<file path="src/include/mips_defs.svh">
// MIPS core memory sizes, register count and APB address map
`ifndef MIPS_DEFS_SVH
`define MIPS_DEFS_SVH

// Memory depths in 32-bit words
`define MIPS_IMEM_DEPTH 512
`define MIPS_DMEM_DEPTH 512

`define MIPS_NUM_REGS 32

// APB byte address space
`define MIPS_APB_ADDR_W 13

`define MIPS_APB_IMEM_BASE 13'h0000
`define MIPS_APB_DMEM_BASE 13'h0800
`define MIPS_APB_REG_BASE  13'h1000
`define MIPS_APB_CTRL_ADDR 13'h1080  // Run/status register

`define MIPS_APB_WORD_LSB 2  // Byte address to word index

`endif

</file>
<file path="src/hw/mips_isa_pkg.sv">
// MIPS ISA types, opcode and instruction class encodings
`default_nettype none

`include "mips_defs.svh"

package mips_isa_pkg;

  typedef logic [31:0] word_t;
  typedef logic [31:0] instr_t;
  typedef logic [$clog2(`MIPS_NUM_REGS)-1:0] reg_idx_t;
  typedef logic [15:0] imm_t;
  typedef logic [$clog2(`MIPS_IMEM_DEPTH)-1:0] pc_t;   // Word address
  typedef logic [$clog2(`MIPS_DMEM_DEPTH)-1:0] daddr_t;

  typedef enum logic [5:0] {
    ADD   = 6'd0,
    SUB   = 6'd1,
    AND   = 6'd2,
    OR    = 6'd3,
    SLT   = 6'd4,
    MUL   = 6'd5,
    LW    = 6'd6,
    SW    = 6'd7,
    ADDI  = 6'd8,
    SUBI  = 6'd9,
    BEQZ  = 6'd10,
    BNEQZ = 6'd11,
    HLT   = 6'h3f
  } opcode_e;

  typedef enum logic [2:0] {
    RR      = 3'd0,
    RM      = 3'd1,
    LOAD    = 3'd2,
    STORE   = 3'd3,
    BRANCH  = 3'd4,
    ILLEGAL = 3'd6,
    HALT    = 3'd7
  } iclass_e;

  // Field extraction
  function automatic opcode_e op_of(instr_t i);
    return opcode_e'(i[31:26]);
  endfunction

  function automatic reg_idx_t rs_of(instr_t i);
    return i[25:21];
  endfunction

  function automatic reg_idx_t rt_of(instr_t i);
    return i[20:16];
  endfunction

  function automatic reg_idx_t rd_of(instr_t i);
    return i[15:11];
  endfunction

  function automatic imm_t imm_of(instr_t i);
    return i[15:0];
  endfunction

endpackage

`default_nettype wire

</file>
<file path="src/hw/mips_stage_if.sv">
// Pipeline stage registers and host memory access bundles
`default_nettype none


interface id_ex_if import mips_isa_pkg::*; ();
  logic    valid;
  instr_t  instr;
  iclass_e iclass;
  pc_t     npc;
  word_t   a;
  word_t   b;
  word_t   imm;  // Already sign extended

  modport driver   (output valid, instr, iclass, npc, a, b, imm);
  modport receiver (input  valid, instr, iclass, npc, a, b, imm);
endinterface

interface ex_mem_if import mips_isa_pkg::*; ();
  logic     valid;
  iclass_e  iclass;
  reg_idx_t dest;
  word_t    result;      // ALU value or data address
  word_t    store_data;

  modport driver   (output valid, iclass, dest, result, store_data);
  modport receiver (input  valid, iclass, dest, result, store_data);
endinterface


`default_nettype wire

</file>
<file path="src/hw/mips_execute.sv">
// Execute stage with ALU, address generation and branch resolution
`default_nettype none

module mips_execute import mips_isa_pkg::*; (
  input  logic      clk_1,
  input  logic      rst,
  input  logic      run,
  id_ex_if.receiver in,
  ex_mem_if.driver  out,
  output logic      redirect,
  output pc_t       redirect_pc
);

  opcode_e  op;
  word_t    alu_res;
  word_t    target;
  reg_idx_t dest;
  logic     a_zero;

  assign op     = op_of(in.instr);
  assign a_zero = in.a == '0;

  always_comb begin
    alu_res = in.a + in.imm;  // ADDI, LW, SW
    case (in.iclass)
      RR: begin
        case (op)
          SUB:     alu_res = in.a - in.b;
          AND:     alu_res = in.a & in.b;
          OR:      alu_res = in.a | in.b;
          SLT:     alu_res = word_t'($signed(in.a) < $signed(in.b));
          MUL:     alu_res = in.a * in.b;  // Low word only
          default: alu_res = in.a + in.b;
        endcase
      end
      RM: begin
        if (op == SUBI) alu_res = in.a - in.imm;
      end
      default: ;
    endcase
  end

  assign dest = (in.iclass == RR) ? rd_of(in.instr) : rt_of(in.instr);

  // Relative to the branch's NPC
  assign target      = word_t'(in.npc) + in.imm;
  assign redirect_pc = pc_t'(target);
  assign redirect    = run & in.valid & (in.iclass == BRANCH) & ((op == BEQZ) == a_zero);

  always_ff @(posedge clk_1 or negedge rst) begin
    if (!rst) begin
      out.valid <= 1'b0;
    end else begin
      out.valid <= run & in.valid;
    end
  end

  always_ff @(posedge clk_1) begin
    out.iclass     <= in.iclass;
    out.dest       <= dest;
    out.result     <= alu_res;
    out.store_data <= in.b;
  end

endmodule

`default_nettype wire

</file>
<file path="src/flat_wrapper.sv">
// flat-port wrapper written by rule: the top's interface ports become plain ports
module mips_execute_flat import mips_isa_pkg::*;
  (clk_1, rst, run, redirect, redirect_pc, in_valid, in_instr, in_iclass, in_npc, in_a, in_b, in_imm, out_valid, out_iclass, out_dest, out_result, out_store_data);
  id_ex_if in_i ();
  ex_mem_if out_i ();
  input  logic clk_1;
  input  logic rst;
  input  logic run;
  output logic redirect;
  output pc_t redirect_pc;
  input wire logic [$bits(in_i.valid)-1:0] in_valid;
  input wire logic [$bits(in_i.instr)-1:0] in_instr;
  input wire logic [$bits(in_i.iclass)-1:0] in_iclass;
  input wire logic [$bits(in_i.npc)-1:0] in_npc;
  input wire logic [$bits(in_i.a)-1:0] in_a;
  input wire logic [$bits(in_i.b)-1:0] in_b;
  input wire logic [$bits(in_i.imm)-1:0] in_imm;
  output wire logic [$bits(out_i.valid)-1:0] out_valid;
  output wire logic [$bits(out_i.iclass)-1:0] out_iclass;
  output wire logic [$bits(out_i.dest)-1:0] out_dest;
  output wire logic [$bits(out_i.result)-1:0] out_result;
  output wire logic [$bits(out_i.store_data)-1:0] out_store_data;
  assign in_i.valid = in_valid;
  assign in_i.instr = in_instr;
  assign in_i.iclass = in_iclass;
  assign in_i.npc = in_npc;
  assign in_i.a = in_a;
  assign in_i.b = in_b;
  assign in_i.imm = in_imm;
  assign out_valid = out_i.valid;
  assign out_iclass = out_i.iclass;
  assign out_dest = out_i.dest;
  assign out_result = out_i.result;
  assign out_store_data = out_i.store_data;
  mips_execute u_core (.clk_1(clk_1), .rst(rst), .run(run), .in(in_i), .out(out_i), .redirect(redirect), .redirect_pc(redirect_pc));
endmodule
</file>
<file path="config.mk">
export PLATFORM = sky130hd
export DESIGN_NAME = mips_execute_flat
export DESIGN_NICKNAME = d
export VERILOG_FILES = /design/src/hw/mips_isa_pkg.sv /design/src/hw/mips_stage_if.sv /design/src/hw/mips_execute.sv /design/src/flat_wrapper.sv
export VERILOG_INCLUDE_DIRS = /design/src /design/src/include
export SDC_FILE = /design/constraint.sdc
export NUM_CORES = 2
export LEC_CHECK = 0
export BUFFER_PORTS_ARGS = -buffer_cell sky130_fd_sc_hd__buf_2
export CAP_MARGIN = 5
export CORE_MARGIN = 2
export CORE_UTILIZATION = 50
export CTS_CLUSTER_SIZE = 16
export DETAILED_ROUTE_END_ITERATION = 16
export PLACE_DENSITY = 0.69
export SLEW_MARGIN = 20
export SYNTH_ARGS = -nofsm -noshare
export SYNTH_HDL_FRONTEND = slang
export SYNTH_SLANG_ARGS = --single-unit
</file>
<file path="constraint.sdc">
create_clock -name clk_1 -period 9.5 [get_ports clk_1]
set_input_delay 2.85 -clock clk_1 [delete_from_list [all_inputs] [get_ports clk_1]]
set_output_delay 2.85 -clock clk_1 [all_outputs]
set_load 0.1 [all_outputs]
</file>
==> metrics <==
failing checks=setup timing; grt ovf=0; Final min period=9648 ps; critical path buffer and inverter count=13; Remaining DRCs=0; H-tree levels=3; Hold WC Path Type=in -> async; Setup crit start kind=input port; Final HPWL DP=between 90 and 100 mm; fin. max-slew vios=0; final net count=4462; crit path DAT=9930 ps; M1 wire length=around 42 mm; Total GRT Usage=between 40% and 50%; kind of critical path=in -> reg; status=finished with violations; layout cells sized above 1=roughly 22%; antenna violations before repair=7; Die Ht=228.5 um; Max Freq=~0.10 GHz; Seq. cell area=1466 um^2; Synth warnings=0; Period Utilization, post-route=101.6%; vias in the first global route=25.90k; first drt pass iteration count=8; CP dominant cell by count=fa_1; DR top layer=met5; WL met3=10.50 mm; met2 wire length=49.07 mm; CP max stage delay=620 ps; Setup violations, final=2; Hold-fix buffers, CTS=0; CP startpoint=in_a[5]; Reg clk slew, reported paths=approximately 70 ps; Hold Fails Final Rpt=0; Crit-path slowest cell=fa_2; total wire length=110.5 mm; Port Buffer Count=210; FF+latch count, synth=73; Min Hold Slack=2214 ps; Fillers=4492; ys flop type=dfxtp_1; Worst EP required=9780 ps; mapped cell area=25210 um^2; sequential cell area fraction in the yosys report=5.818%; drt wl/cell=25.72 um; number of CTS-inserted buffers=9; Post-synth EDFFs=0; slew margin rel.=18.95%; Worst setup EP type=flip-flop; drt first-iter violations=2457; io pins=around 230; syn_nets=3998; Root Driver=clkbuf_16; post-route ant nets=0; Longest Clk Path Bufs=2; CP Max Fanout=10; Setup WS post-layout=-148.2 ps; routability cong.=1.040; unrepaired setup endpoints after global routing=yes; max-cap violations=0; vias=25.47k; vias per cell=5.928; ys async rst share=around 1.4%; area of the multi-input gates=~22000 um^2; worst-margin pin slew=1216 ps; delay-heaviest family, CP=adder cells; Cell variety after synth=76; syn_area_per_cell=7.997 um^2; largest net degree at the start of global routing=55; die area=52220 um^2; Placeable Area=between 40000 and 50000 um^2; first-pass GRT wire length=163.2 mm; Row Count=82; Sink Count=73; Syn-to-layout area delta=23.16%; Starting Density=50.45%; chip width=approximately 230 um; post-synthesis instance total=3152; CTS tree=yes
cell usage after synthesis (all sizes together) (12+ instances only):
library cell | n | area share [%]
ha | 289 | 14
xnor2 | 118 | 4.1
a21o | 26 | 0.77
nand4 | 12 | 0.30
nor3 | 31 | 0.62
o22ai | 20 | 0.50
o221ai | 29 | 1.0
a221oi | 21 | 0.78
dfxtp | 72 | 5.7
nand2 | 300 | 4.5
o21bai | 27 | 0.80
o21a | 13 | 0.39
a211oi | 15 | 0.45
fa | 413 | 33
clkbuf | 128 | 1.9
and3 | 13 | 0.32
nand2b | 25 | 0.62
o211ai | 35 | 1.0
o21ai | 137 | 2.7
xor2 | 29 | 1.0
inv | 538 | 8.0
a21oi | 170 | 3.4
nor2 | 424 | 6.3
o31ai | 22 | 0.66
buf | 19 | 0.30
nor2b | 14 | 0.35
a221o | 16 | 0.64
nand3 | 33 | 0.66
a31oi | 17 | 0.42
nor4 | 19 | 0.47
clkinv | 12 | 0.18
routing by layer:
metal | track usage, % | up-vias
met2 | 66.23 | 1439
met5 | 0 | -
met4 | 26.63 | 4
met1 | 54.22 | 12530
met3 | 7.647 | 380
li1 | - | 11110
stage by stage:
| stage | utilization, % | std cells | setup WS, ps | area [um^2] | setup TNS (ps) |
|---|---|---|---|---|---|
| 6_report | 62.13 | 4296 | -148.2 | 31040 | -281.7 |
| 5_1_grt | 62.12 | 4294 | -297.6 | 31040 | -1236 |
| 4_1_cts | 60.06 | 4264 | -23.62 | 30010 | -56.16 |
| 3_5_place_dp | 58.68 | 4234 | -774.4 | 29320 | -9372 |
| 3_3_place_gp | 58.68 | 4234 | -726.2 | 29320 | -8352 |
| 2_1_floorplan | - | 3152 | 25.38 | 25210 | 0 |
final timing paths:
check	to	slack [ps]	cells after the start
worst max-delay path	u_core.out.result[28]	-150	32
worst min-delay path	u_core.out.valid	2210	1
min in group clk_1	u_core.out.store_data[29]	2630	1
max in group asynchronous	u_core.out.valid	7200	1
sequential cells by signal, summed over array words and instances, names as in the netlist:
register / count
u_core.out.result: 32
u_core.out.store_data: 32
u_core.out.dest: 5
u_core.out.iclass: 3
u_core.out.valid: 1
kinds of logic after synthesis:
family	Yosys count	synth area share [%]
adder cells (fa/ha/maj)	702	47.15
buffers and inverters	697	10.39
AO/OA/AOI/OAI	622	16.24
multiplexers	5	0.1986
XOR/XNOR	147	5.108
AND/OR/NAND/NOR	906	15.09
flip-flops	73	5.818
cell type report:
class	count	area share (%)
clock buffer	12	0.7940
tap	672	2.708
inverter	550	6.884
timing repair inverter	1	0.01612
sequential	73	4.724
multi-input combinational	2382	70.57
antenna	4	0.03224
clock inverter	3	0.05643
timing repair buffer	599	14.21
timing repair:
item	4_1_cts	5_1_grt
resized for setup	71	226
buffers inserted	15	29
endpoints found under the setup margin	13	18
pin swaps	13	114
cloned	0	1
layout by cell type (no fill, tap or decap), types with 16 or more instances in the layout:
master | synthesis | layout
a21o_1 | 26 | 26
a21oi_1 | 170 | 161
a221o_1 | 16 | 16
a221oi_1 | 19 | 19
a31oi_1 | 17 | 16
buf_12 | 0 | 20
buf_2 | 3 | 191
buf_4 | 0 | 351
buf_6 | 0 | 32
clkinvlp_4 | 0 | 17
dfxtp_1 | 72 | 72
fa_1 | 413 | 391
fa_2 | 0 | 22
ha_1 | 289 | 270
ha_4 | 0 | 18
inv_1 | 533 | 504
inv_2 | 5 | 20
nand2_1 | 300 | 300
nand2b_1 | 25 | 25
nand3_1 | 33 | 30
nor2_1 | 424 | 358
nor2_2 | 0 | 39
nor2_4 | 0 | 27
nor3_1 | 31 | 29
nor4_1 | 19 | 18
o211ai_1 | 35 | 35
o21ai_0 | 137 | 124
o21bai_1 | 27 | 26
o221ai_1 | 29 | 25
o22ai_1 | 20 | 19
o31ai_1 | 22 | 22
xnor2_1 | 118 | 118
xor2_1 | 29 | 28
Power is not shown: default switching activity piles up to over one toggle a cycle in this logic, so the estimate is an artifact.
