<file path="src/include/mips_defs.svh">
// MIPS core memory sizes, register count and APB address map
`ifndef MIPS_DEFS_SVH
`define MIPS_DEFS_SVH

// Memory depths in 32-bit words
`define MIPS_IMEM_DEPTH 512
`define MIPS_DMEM_DEPTH 512

`define MIPS_NUM_REGS 32

// APB byte address space
`define MIPS_APB_ADDR_W 13

`define MIPS_APB_IMEM_BASE 13'h0000
`define MIPS_APB_DMEM_BASE 13'h0800
`define MIPS_APB_REG_BASE  13'h1000
`define MIPS_APB_CTRL_ADDR 13'h1080  // Run/status register

`define MIPS_APB_WORD_LSB 2  // Byte address to word index

`endif

</file>
<file path="src/hw/mips_isa_pkg.sv">
// MIPS ISA types, opcode and instruction class encodings
`default_nettype none

`include "mips_defs.svh"

package mips_isa_pkg;

  typedef logic [31:0] word_t;
  typedef logic [31:0] instr_t;
  typedef logic [$clog2(`MIPS_NUM_REGS)-1:0] reg_idx_t;
  typedef logic [15:0] imm_t;
  typedef logic [$clog2(`MIPS_IMEM_DEPTH)-1:0] pc_t;   // Word address
  typedef logic [$clog2(`MIPS_DMEM_DEPTH)-1:0] daddr_t;

  typedef enum logic [5:0] {
    ADD   = 6'd0,
    SUB   = 6'd1,
    AND   = 6'd2,
    OR    = 6'd3,
    SLT   = 6'd4,
    MUL   = 6'd5,
    LW    = 6'd6,
    SW    = 6'd7,
    ADDI  = 6'd8,
    SUBI  = 6'd9,
    BEQZ  = 6'd10,
    BNEQZ = 6'd11,
    HLT   = 6'h3f
  } opcode_e;

  typedef enum logic [2:0] {
    RR      = 3'd0,
    RM      = 3'd1,
    LOAD    = 3'd2,
    STORE   = 3'd3,
    BRANCH  = 3'd4,
    ILLEGAL = 3'd6,
    HALT    = 3'd7
  } iclass_e;

  // Field extraction
  function automatic opcode_e op_of(instr_t i);
    return opcode_e'(i[31:26]);
  endfunction

  function automatic reg_idx_t rs_of(instr_t i);
    return i[25:21];
  endfunction

  function automatic reg_idx_t rt_of(instr_t i);
    return i[20:16];
  endfunction

  function automatic reg_idx_t rd_of(instr_t i);
    return i[15:11];
  endfunction

  function automatic imm_t imm_of(instr_t i);
    return i[15:0];
  endfunction

endpackage

`default_nettype wire

</file>
<file path="src/hw/mips_bus_pkg.sv">
// APB bus types and core run state encoding
`default_nettype none

`include "mips_defs.svh"

package mips_bus_pkg;

  typedef logic [`MIPS_APB_ADDR_W-1:0] paddr_t;
  typedef logic [31:0] pdata_t;

  typedef enum logic [1:0] {
    IDLE    = 2'd0,
    RUNNING = 2'd1,
    HALTED  = 2'd2
  } run_state_e;

endpackage

`default_nettype wire

</file>
<file path="src/hw/mips_stage_if.sv">
// Pipeline stage registers and host memory access bundles
`default_nettype none


interface host_mem_if import mips_isa_pkg::*; ();
  logic   imem_we;
  logic   dmem_we;
  logic   dmem_re;
  daddr_t addr;  // Word index, shared by both memories
  word_t  wdata;
  word_t  dmem_rdata;

  modport master  (output imem_we, dmem_we, dmem_re, addr, wdata, input dmem_rdata);
  modport imem_wr (input imem_we, addr, wdata);
  modport dmem    (input dmem_we, dmem_re, addr, wdata, output dmem_rdata);
endinterface

`default_nettype wire

</file>
<file path="src/hw/apb_mem_port.sv">
// APB slave for host access to memories, registers and run control
`default_nettype none

`include "mips_defs.svh"

module apb_mem_port import mips_isa_pkg::*, mips_bus_pkg::*; (
  input  logic              clk_1,
  input  logic              rst,
  input  paddr_t            paddr,
  input  logic              psel,
  input  logic              penable,
  input  logic              pwrite,
  input  pdata_t            pwdata,
  output pdata_t            prdata,
  output logic              pready,
  output logic              pslverr,
  host_mem_if.master        host,
  output reg_idx_t          reg_idx,
  input  word_t             reg_rdata,
  input  logic              halt_seen,
  output logic              run,
  output logic              halted
);

  run_state_e state;
  logic       setup;
  logic       access;
  logic       in_imem;
  logic       in_dmem;
  logic       in_reg;
  logic       in_ctrl;
  logic       mem_wr;

  assign setup   = psel & ~penable;
  assign access  = psel & penable;
  assign in_imem = paddr < `MIPS_APB_DMEM_BASE;
  assign in_dmem = (paddr >= `MIPS_APB_DMEM_BASE) && (paddr < `MIPS_APB_REG_BASE);
  assign in_reg  = (paddr >= `MIPS_APB_REG_BASE) && (paddr < `MIPS_APB_CTRL_ADDR);
  assign in_ctrl = paddr == `MIPS_APB_CTRL_ADDR;

  // Error flag was settled in the setup phase
  assign mem_wr = access & pwrite & ~pslverr;

  assign host.addr    = daddr_t'(paddr >> `MIPS_APB_WORD_LSB);  // Low word index bits serve both memories
  assign host.wdata   = pwdata;
  assign host.imem_we = mem_wr & in_imem;
  assign host.dmem_we = mem_wr & in_dmem;
  assign host.dmem_re = setup & ~pwrite & in_dmem;
  assign reg_idx = reg_idx_t'((paddr - `MIPS_APB_REG_BASE) >> `MIPS_APB_WORD_LSB);

  assign run    = state == RUNNING;
  assign halted = state == HALTED;

  always_ff @(posedge clk_1 or negedge rst) begin
    if (!rst) begin
      pready  <= 1'b0;
      pslverr <= 1'b0;
      state   <= IDLE;
    end else begin
      pready  <= setup;  // No wait states
      pslverr <= setup & pwrite & (in_imem | in_dmem) & run;
      case (state)
        RUNNING: if (halt_seen) state <= HALTED;
        default: if (access && pwrite && in_ctrl && pwdata[0]) state <= RUNNING;
      endcase
    end
  end

  // Read data captured in setup, presented in access
  always_ff @(posedge clk_1) begin
    if (setup && !pwrite) begin
      if (in_dmem) prdata <= host.dmem_rdata;
      else if (in_reg) prdata <= reg_rdata;
      else if (in_ctrl) prdata <= pdata_t'(state);
      else prdata <= '0;  // Instruction memory is write only
    end
  end

endmodule

`default_nettype wire

</file>
<file path="src/flat_wrapper.sv">
// flat-port wrapper written by rule: the top's interface ports become plain ports
module apb_mem_port_flat import mips_isa_pkg::*, mips_bus_pkg::*;
  (clk_1, rst, paddr, psel, penable, pwrite, pwdata, prdata, pready, pslverr, reg_idx, reg_rdata, halt_seen, run, halted, host_imem_we, host_dmem_we, host_dmem_re, host_addr, host_wdata, host_dmem_rdata);
  host_mem_if host_i ();
  input  logic clk_1;
  input  logic rst;
  input  paddr_t paddr;
  input  logic psel;
  input  logic penable;
  input  logic pwrite;
  input  pdata_t pwdata;
  output pdata_t prdata;
  output logic pready;
  output logic pslverr;
  output reg_idx_t reg_idx;
  input  word_t reg_rdata;
  input  logic halt_seen;
  output logic run;
  output logic halted;
  output wire logic [$bits(host_i.imem_we)-1:0] host_imem_we;
  output wire logic [$bits(host_i.dmem_we)-1:0] host_dmem_we;
  output wire logic [$bits(host_i.dmem_re)-1:0] host_dmem_re;
  output wire logic [$bits(host_i.addr)-1:0] host_addr;
  output wire logic [$bits(host_i.wdata)-1:0] host_wdata;
  input wire logic [$bits(host_i.dmem_rdata)-1:0] host_dmem_rdata;
  assign host_imem_we = host_i.imem_we;
  assign host_dmem_we = host_i.dmem_we;
  assign host_dmem_re = host_i.dmem_re;
  assign host_addr = host_i.addr;
  assign host_wdata = host_i.wdata;
  assign host_i.dmem_rdata = host_dmem_rdata;
  apb_mem_port u_core (.clk_1(clk_1), .rst(rst), .paddr(paddr), .psel(psel), .penable(penable), .pwrite(pwrite), .pwdata(pwdata), .prdata(prdata), .pready(pready), .pslverr(pslverr), .host(host_i), .reg_idx(reg_idx), .reg_rdata(reg_rdata), .halt_seen(halt_seen), .run(run), .halted(halted));
endmodule
</file>
<file path="config.mk">
export PLATFORM = sky130hd
export DESIGN_NAME = apb_mem_port_flat
export DESIGN_NICKNAME = d
export VERILOG_FILES = /design/src/hw/mips_isa_pkg.sv /design/src/hw/mips_bus_pkg.sv /design/src/hw/mips_stage_if.sv /design/src/hw/apb_mem_port.sv /design/src/flat_wrapper.sv
export VERILOG_INCLUDE_DIRS = /design/src /design/src/include
export SDC_FILE = /design/constraint.sdc
export NUM_CORES = 1
export LEC_CHECK = 0
export CAP_MARGIN = 20
export CORE_AREA = 2 2 78 80
export DETAILED_ROUTE_END_ITERATION = 6
export DIE_AREA = 0 0 80 82
export DONT_BUFFER_PORTS = 1
export SLEW_MARGIN = 20
export SYNTH_ARGS = -nofsm -noshare
export SYNTH_HDL_FRONTEND = slang
export SYNTH_SLANG_ARGS = --single-unit
</file>
<file path="constraint.sdc">
create_clock -name clk_1 -period 1.3 [get_ports clk_1]
set_input_delay 0.13 -clock clk_1 [delete_from_list [all_inputs] [get_ports clk_1]]
set_output_delay 0.13 -clock clk_1 [all_outputs]
set_load 0.05 [all_outputs]
</file>
==> run summary <==
CTS max path bufs: 2
I/O Buffers: 0
Antenna violations before repair: 0
Hold Crit Class: primary input to register
Crit path capture type: output port
Vias per Instance: 5.573
Diode count: 0
Reg2reg end: u_core.state[0]
Pwr Density: 1243 nW/um2
Gr usage total: 0.1308
Drt initial violations: 14
Fin crit period: 1.301 ns
CTS buffer count: 5
Layout cells sized above 1: 0.2393
Root Driver: clkbuf_8
Vias: 1070
Post-synth net total: 266
#FFs+latches synth: 36
Launching point of the worst reg2reg path: u_core.state[0]
Clock Sinks: 36
Worst-Margin Slew: 0.7049 ns
Rows: 28
Insertion delay to the later sink of the worst-skew pair: 0.28 ns
Register area share after synthesis: 0.5482
Max_cap viols: 0
Crit path kind: register to output port
Top Ports: 200
Mapped Cells: 151
Syn_area_per_cell: 12.82 um2
Final non-filler cell total: 192
YS warnings: 0
Post-CTS setup-driven buffer insertion count: 0
Area Overhead vs Synth: -2.392%
Critical Path End: host_imem_we
Number of remaining DRC errors: 0
Number of global-route vias before repair: 1032
Design area: 1889 um2
Setup_tns: -0.001087 ns
CTS tree: yes
Critical path arrival: 1.17 ns
Total grt overflow: 0
Die height: 82 um
Final nets: 231
Placed Cells: 183
DP Wirelength: 4095 um
Critical-path maximum fanout: 3
Routed wire length: 4881 um
Gpl congestion: 0.7403
Largest net degree at the start of global routing: 33
Core footprint: 5746 um2
# fillers: 574
Fraction of the cycle the final worst path needs: 1.001
Worst setup path start: u_core.pslverr
Post-DRT Antenna Nets: 0
H-Tree Depth: 2
Fmax: 0.7686 GHz
Area after DPL: 1790 um2
Worst IR drop on VDD: 0.0003907 V
Total power: 2.349 mW
Run status: finished with violations
Slew headroom: 0.5291
TritonRoute pass-1 iters: 4
FF-to-FF path depth: 2
Mapped cell area: 1936 um2
LEAKAGE: 0.6039 nW
Chip Width: 80 um
Synth cell types: 25
Clock transition at path regs: 0.07 ns
Post-route setup slack: -0.001087 ns
Area of the die: 6560 um2
Starting Density: 0.3369
Wire length of the first global-routing pass: 6175 um
Place WS: 0.008143 ns
Wire per inst: 25.42 um
Worst Setup Start Kind: register
Final Setup Violations: 1
WP data required: 1.17 ns
Failing checks: setup timing
Final Skew: 0.0001825 ns
RSZ-0062 raised after global routing: yes
R2R Setup Slk: 0.14 ns
Final Hold Fails: 0
Max Slew Vio Count: 0
[area by class of cell]
| type | count | area, um2 | share of cell area |
|---|---|---|---|
| inverter | 2 | 7.507 | 0.003974 |
| tap | 75 | 93.84 | 0.04967 |
| clock inverter | 3 | 13.76 | 0.007285 |
| timing repair buffer | 12 | 133.9 | 0.07086 |
| multi-input combinational | 59 | 508.0 | 0.2689 |
| clock buffer | 5 | 68.82 | 0.03642 |
| sequential | 36 | 1064 | 0.5629 |
[how the worst min path moves through the flow]
stage / start / endpoint / slack (ns) / cells past startpoint
after floorplan: rst / u_core.pready / -0.17 / 0
after global placement: rst / u_core.pready / -0.17 / 0
after detailed placement: rst / u_core.pslverr / -0.17 / 0
after CTS: pwdata[0] / u_core.state[1] / 0.02 / 2
after global routing: pwrite / u_core.pslverr / 0.009 / 1
final: pwdata[0] / u_core.state[1] / 0.03 / 2
[cell families after synthesis]
logic type,synth area share
compound gates,0.1661
buf+inv,0.2114
flops,0.5482
simple gates,0.07434
[critical path, stage by stage, from the launching register on]
cell and delay, ns:
dfrtp_2 0.44, nor4_4 0.27, buf_12 0.18
[Yosys cell counts, drive strengths merged]
master | number | share of area
buf | 50 | 0.20
nor4 | 2 | 0.0065
edfxtp | 32 | 0.50
nor2 | 2 | 0.0039
nor3 | 2 | 0.0052
and4b | 1 | 0.0052
a22o | 30 | 0.14
nand4b | 1 | 0.0045
o21ai | 2 | 0.0052
nand3 | 1 | 0.0026
a32oi | 2 | 0.0091
nor2b | 3 | 0.0097
a21o | 1 | 0.0039
nor4b | 2 | 0.017
and2 | 1 | 0.0032
or3b | 1 | 0.0045
o31a | 1 | 0.0045
o31ai | 2 | 0.0078
clkbuf | 4 | 0.0078
inv | 2 | 0.0039
dfrtp | 4 | 0.052
nand2 | 3 | 0.0058
nand2b | 2 | 0.0065
[report_power, final]
part | switching [mW] | total [mW] | leakage [nW] | internal (mW)
combinational | 0.0644 | 0.127 | 0.254 | 0.0623
sequential | 0.185 | 1.50 | 0.304 | 1.32
clock | 0.357 | 0.720 | 0.0453 | 0.363
total | 0.607 | 2.35 | 0.604 | 1.74
[stage by stage]
step | utilization | hold WS, ns
after detailed placement | 0.3116 | -0.1655
after CTS | 0.3277 | 0.01896
after global placement | 0.3108 | -0.1655
final | 0.3288 | 0.03147
after global routing | 0.3288 | 0.009000
after floorplan | - | -0.1656
[per-layer routing]
| metal | global-route usage | wire length, um | share of wire |
|---|---|---|---|
| met5 | 0 | 0 | 0 |
| met4 | 0.03898 | 49 | 0.010 |
| met3 | 0.09011 | 847 | 0.17 |
| met2 | 0.2483 | 2578 | 0.53 |
| met1 | 0.1072 | 1406 | 0.29 |
[registers in the layout, summed over array words and instances (netlist names)]
register,flops
u_core.pslverr,1
u_core.prdata,32
u_core.state,2
u_core.pready,1
[layout by cell type, fill, tap and decap left out, types with 2 or more instances in the layout]
master / n
inv_1: 2
edfxtp_1: 32
nand2_1: 3
nor3_2: 2
o21ai_0: 2
a32oi_1: 2
buf_12: 3
clkinv_2: 2
a22o_1: 30
o31ai_1: 2
clkbuf_8: 5
dfrtp_2: 2
dfrtp_1: 2
buf_4: 7
nand2b_1: 2
[timing repair]
item / 4_1_cts / 5_1_grt
gates resized for setup: 0 / 3
setup endpoints to repair: 1 / 3
hold buffers: 1 / 0
hold endpoints to repair: 4 / 0
(Power assumes the default switching activity.)
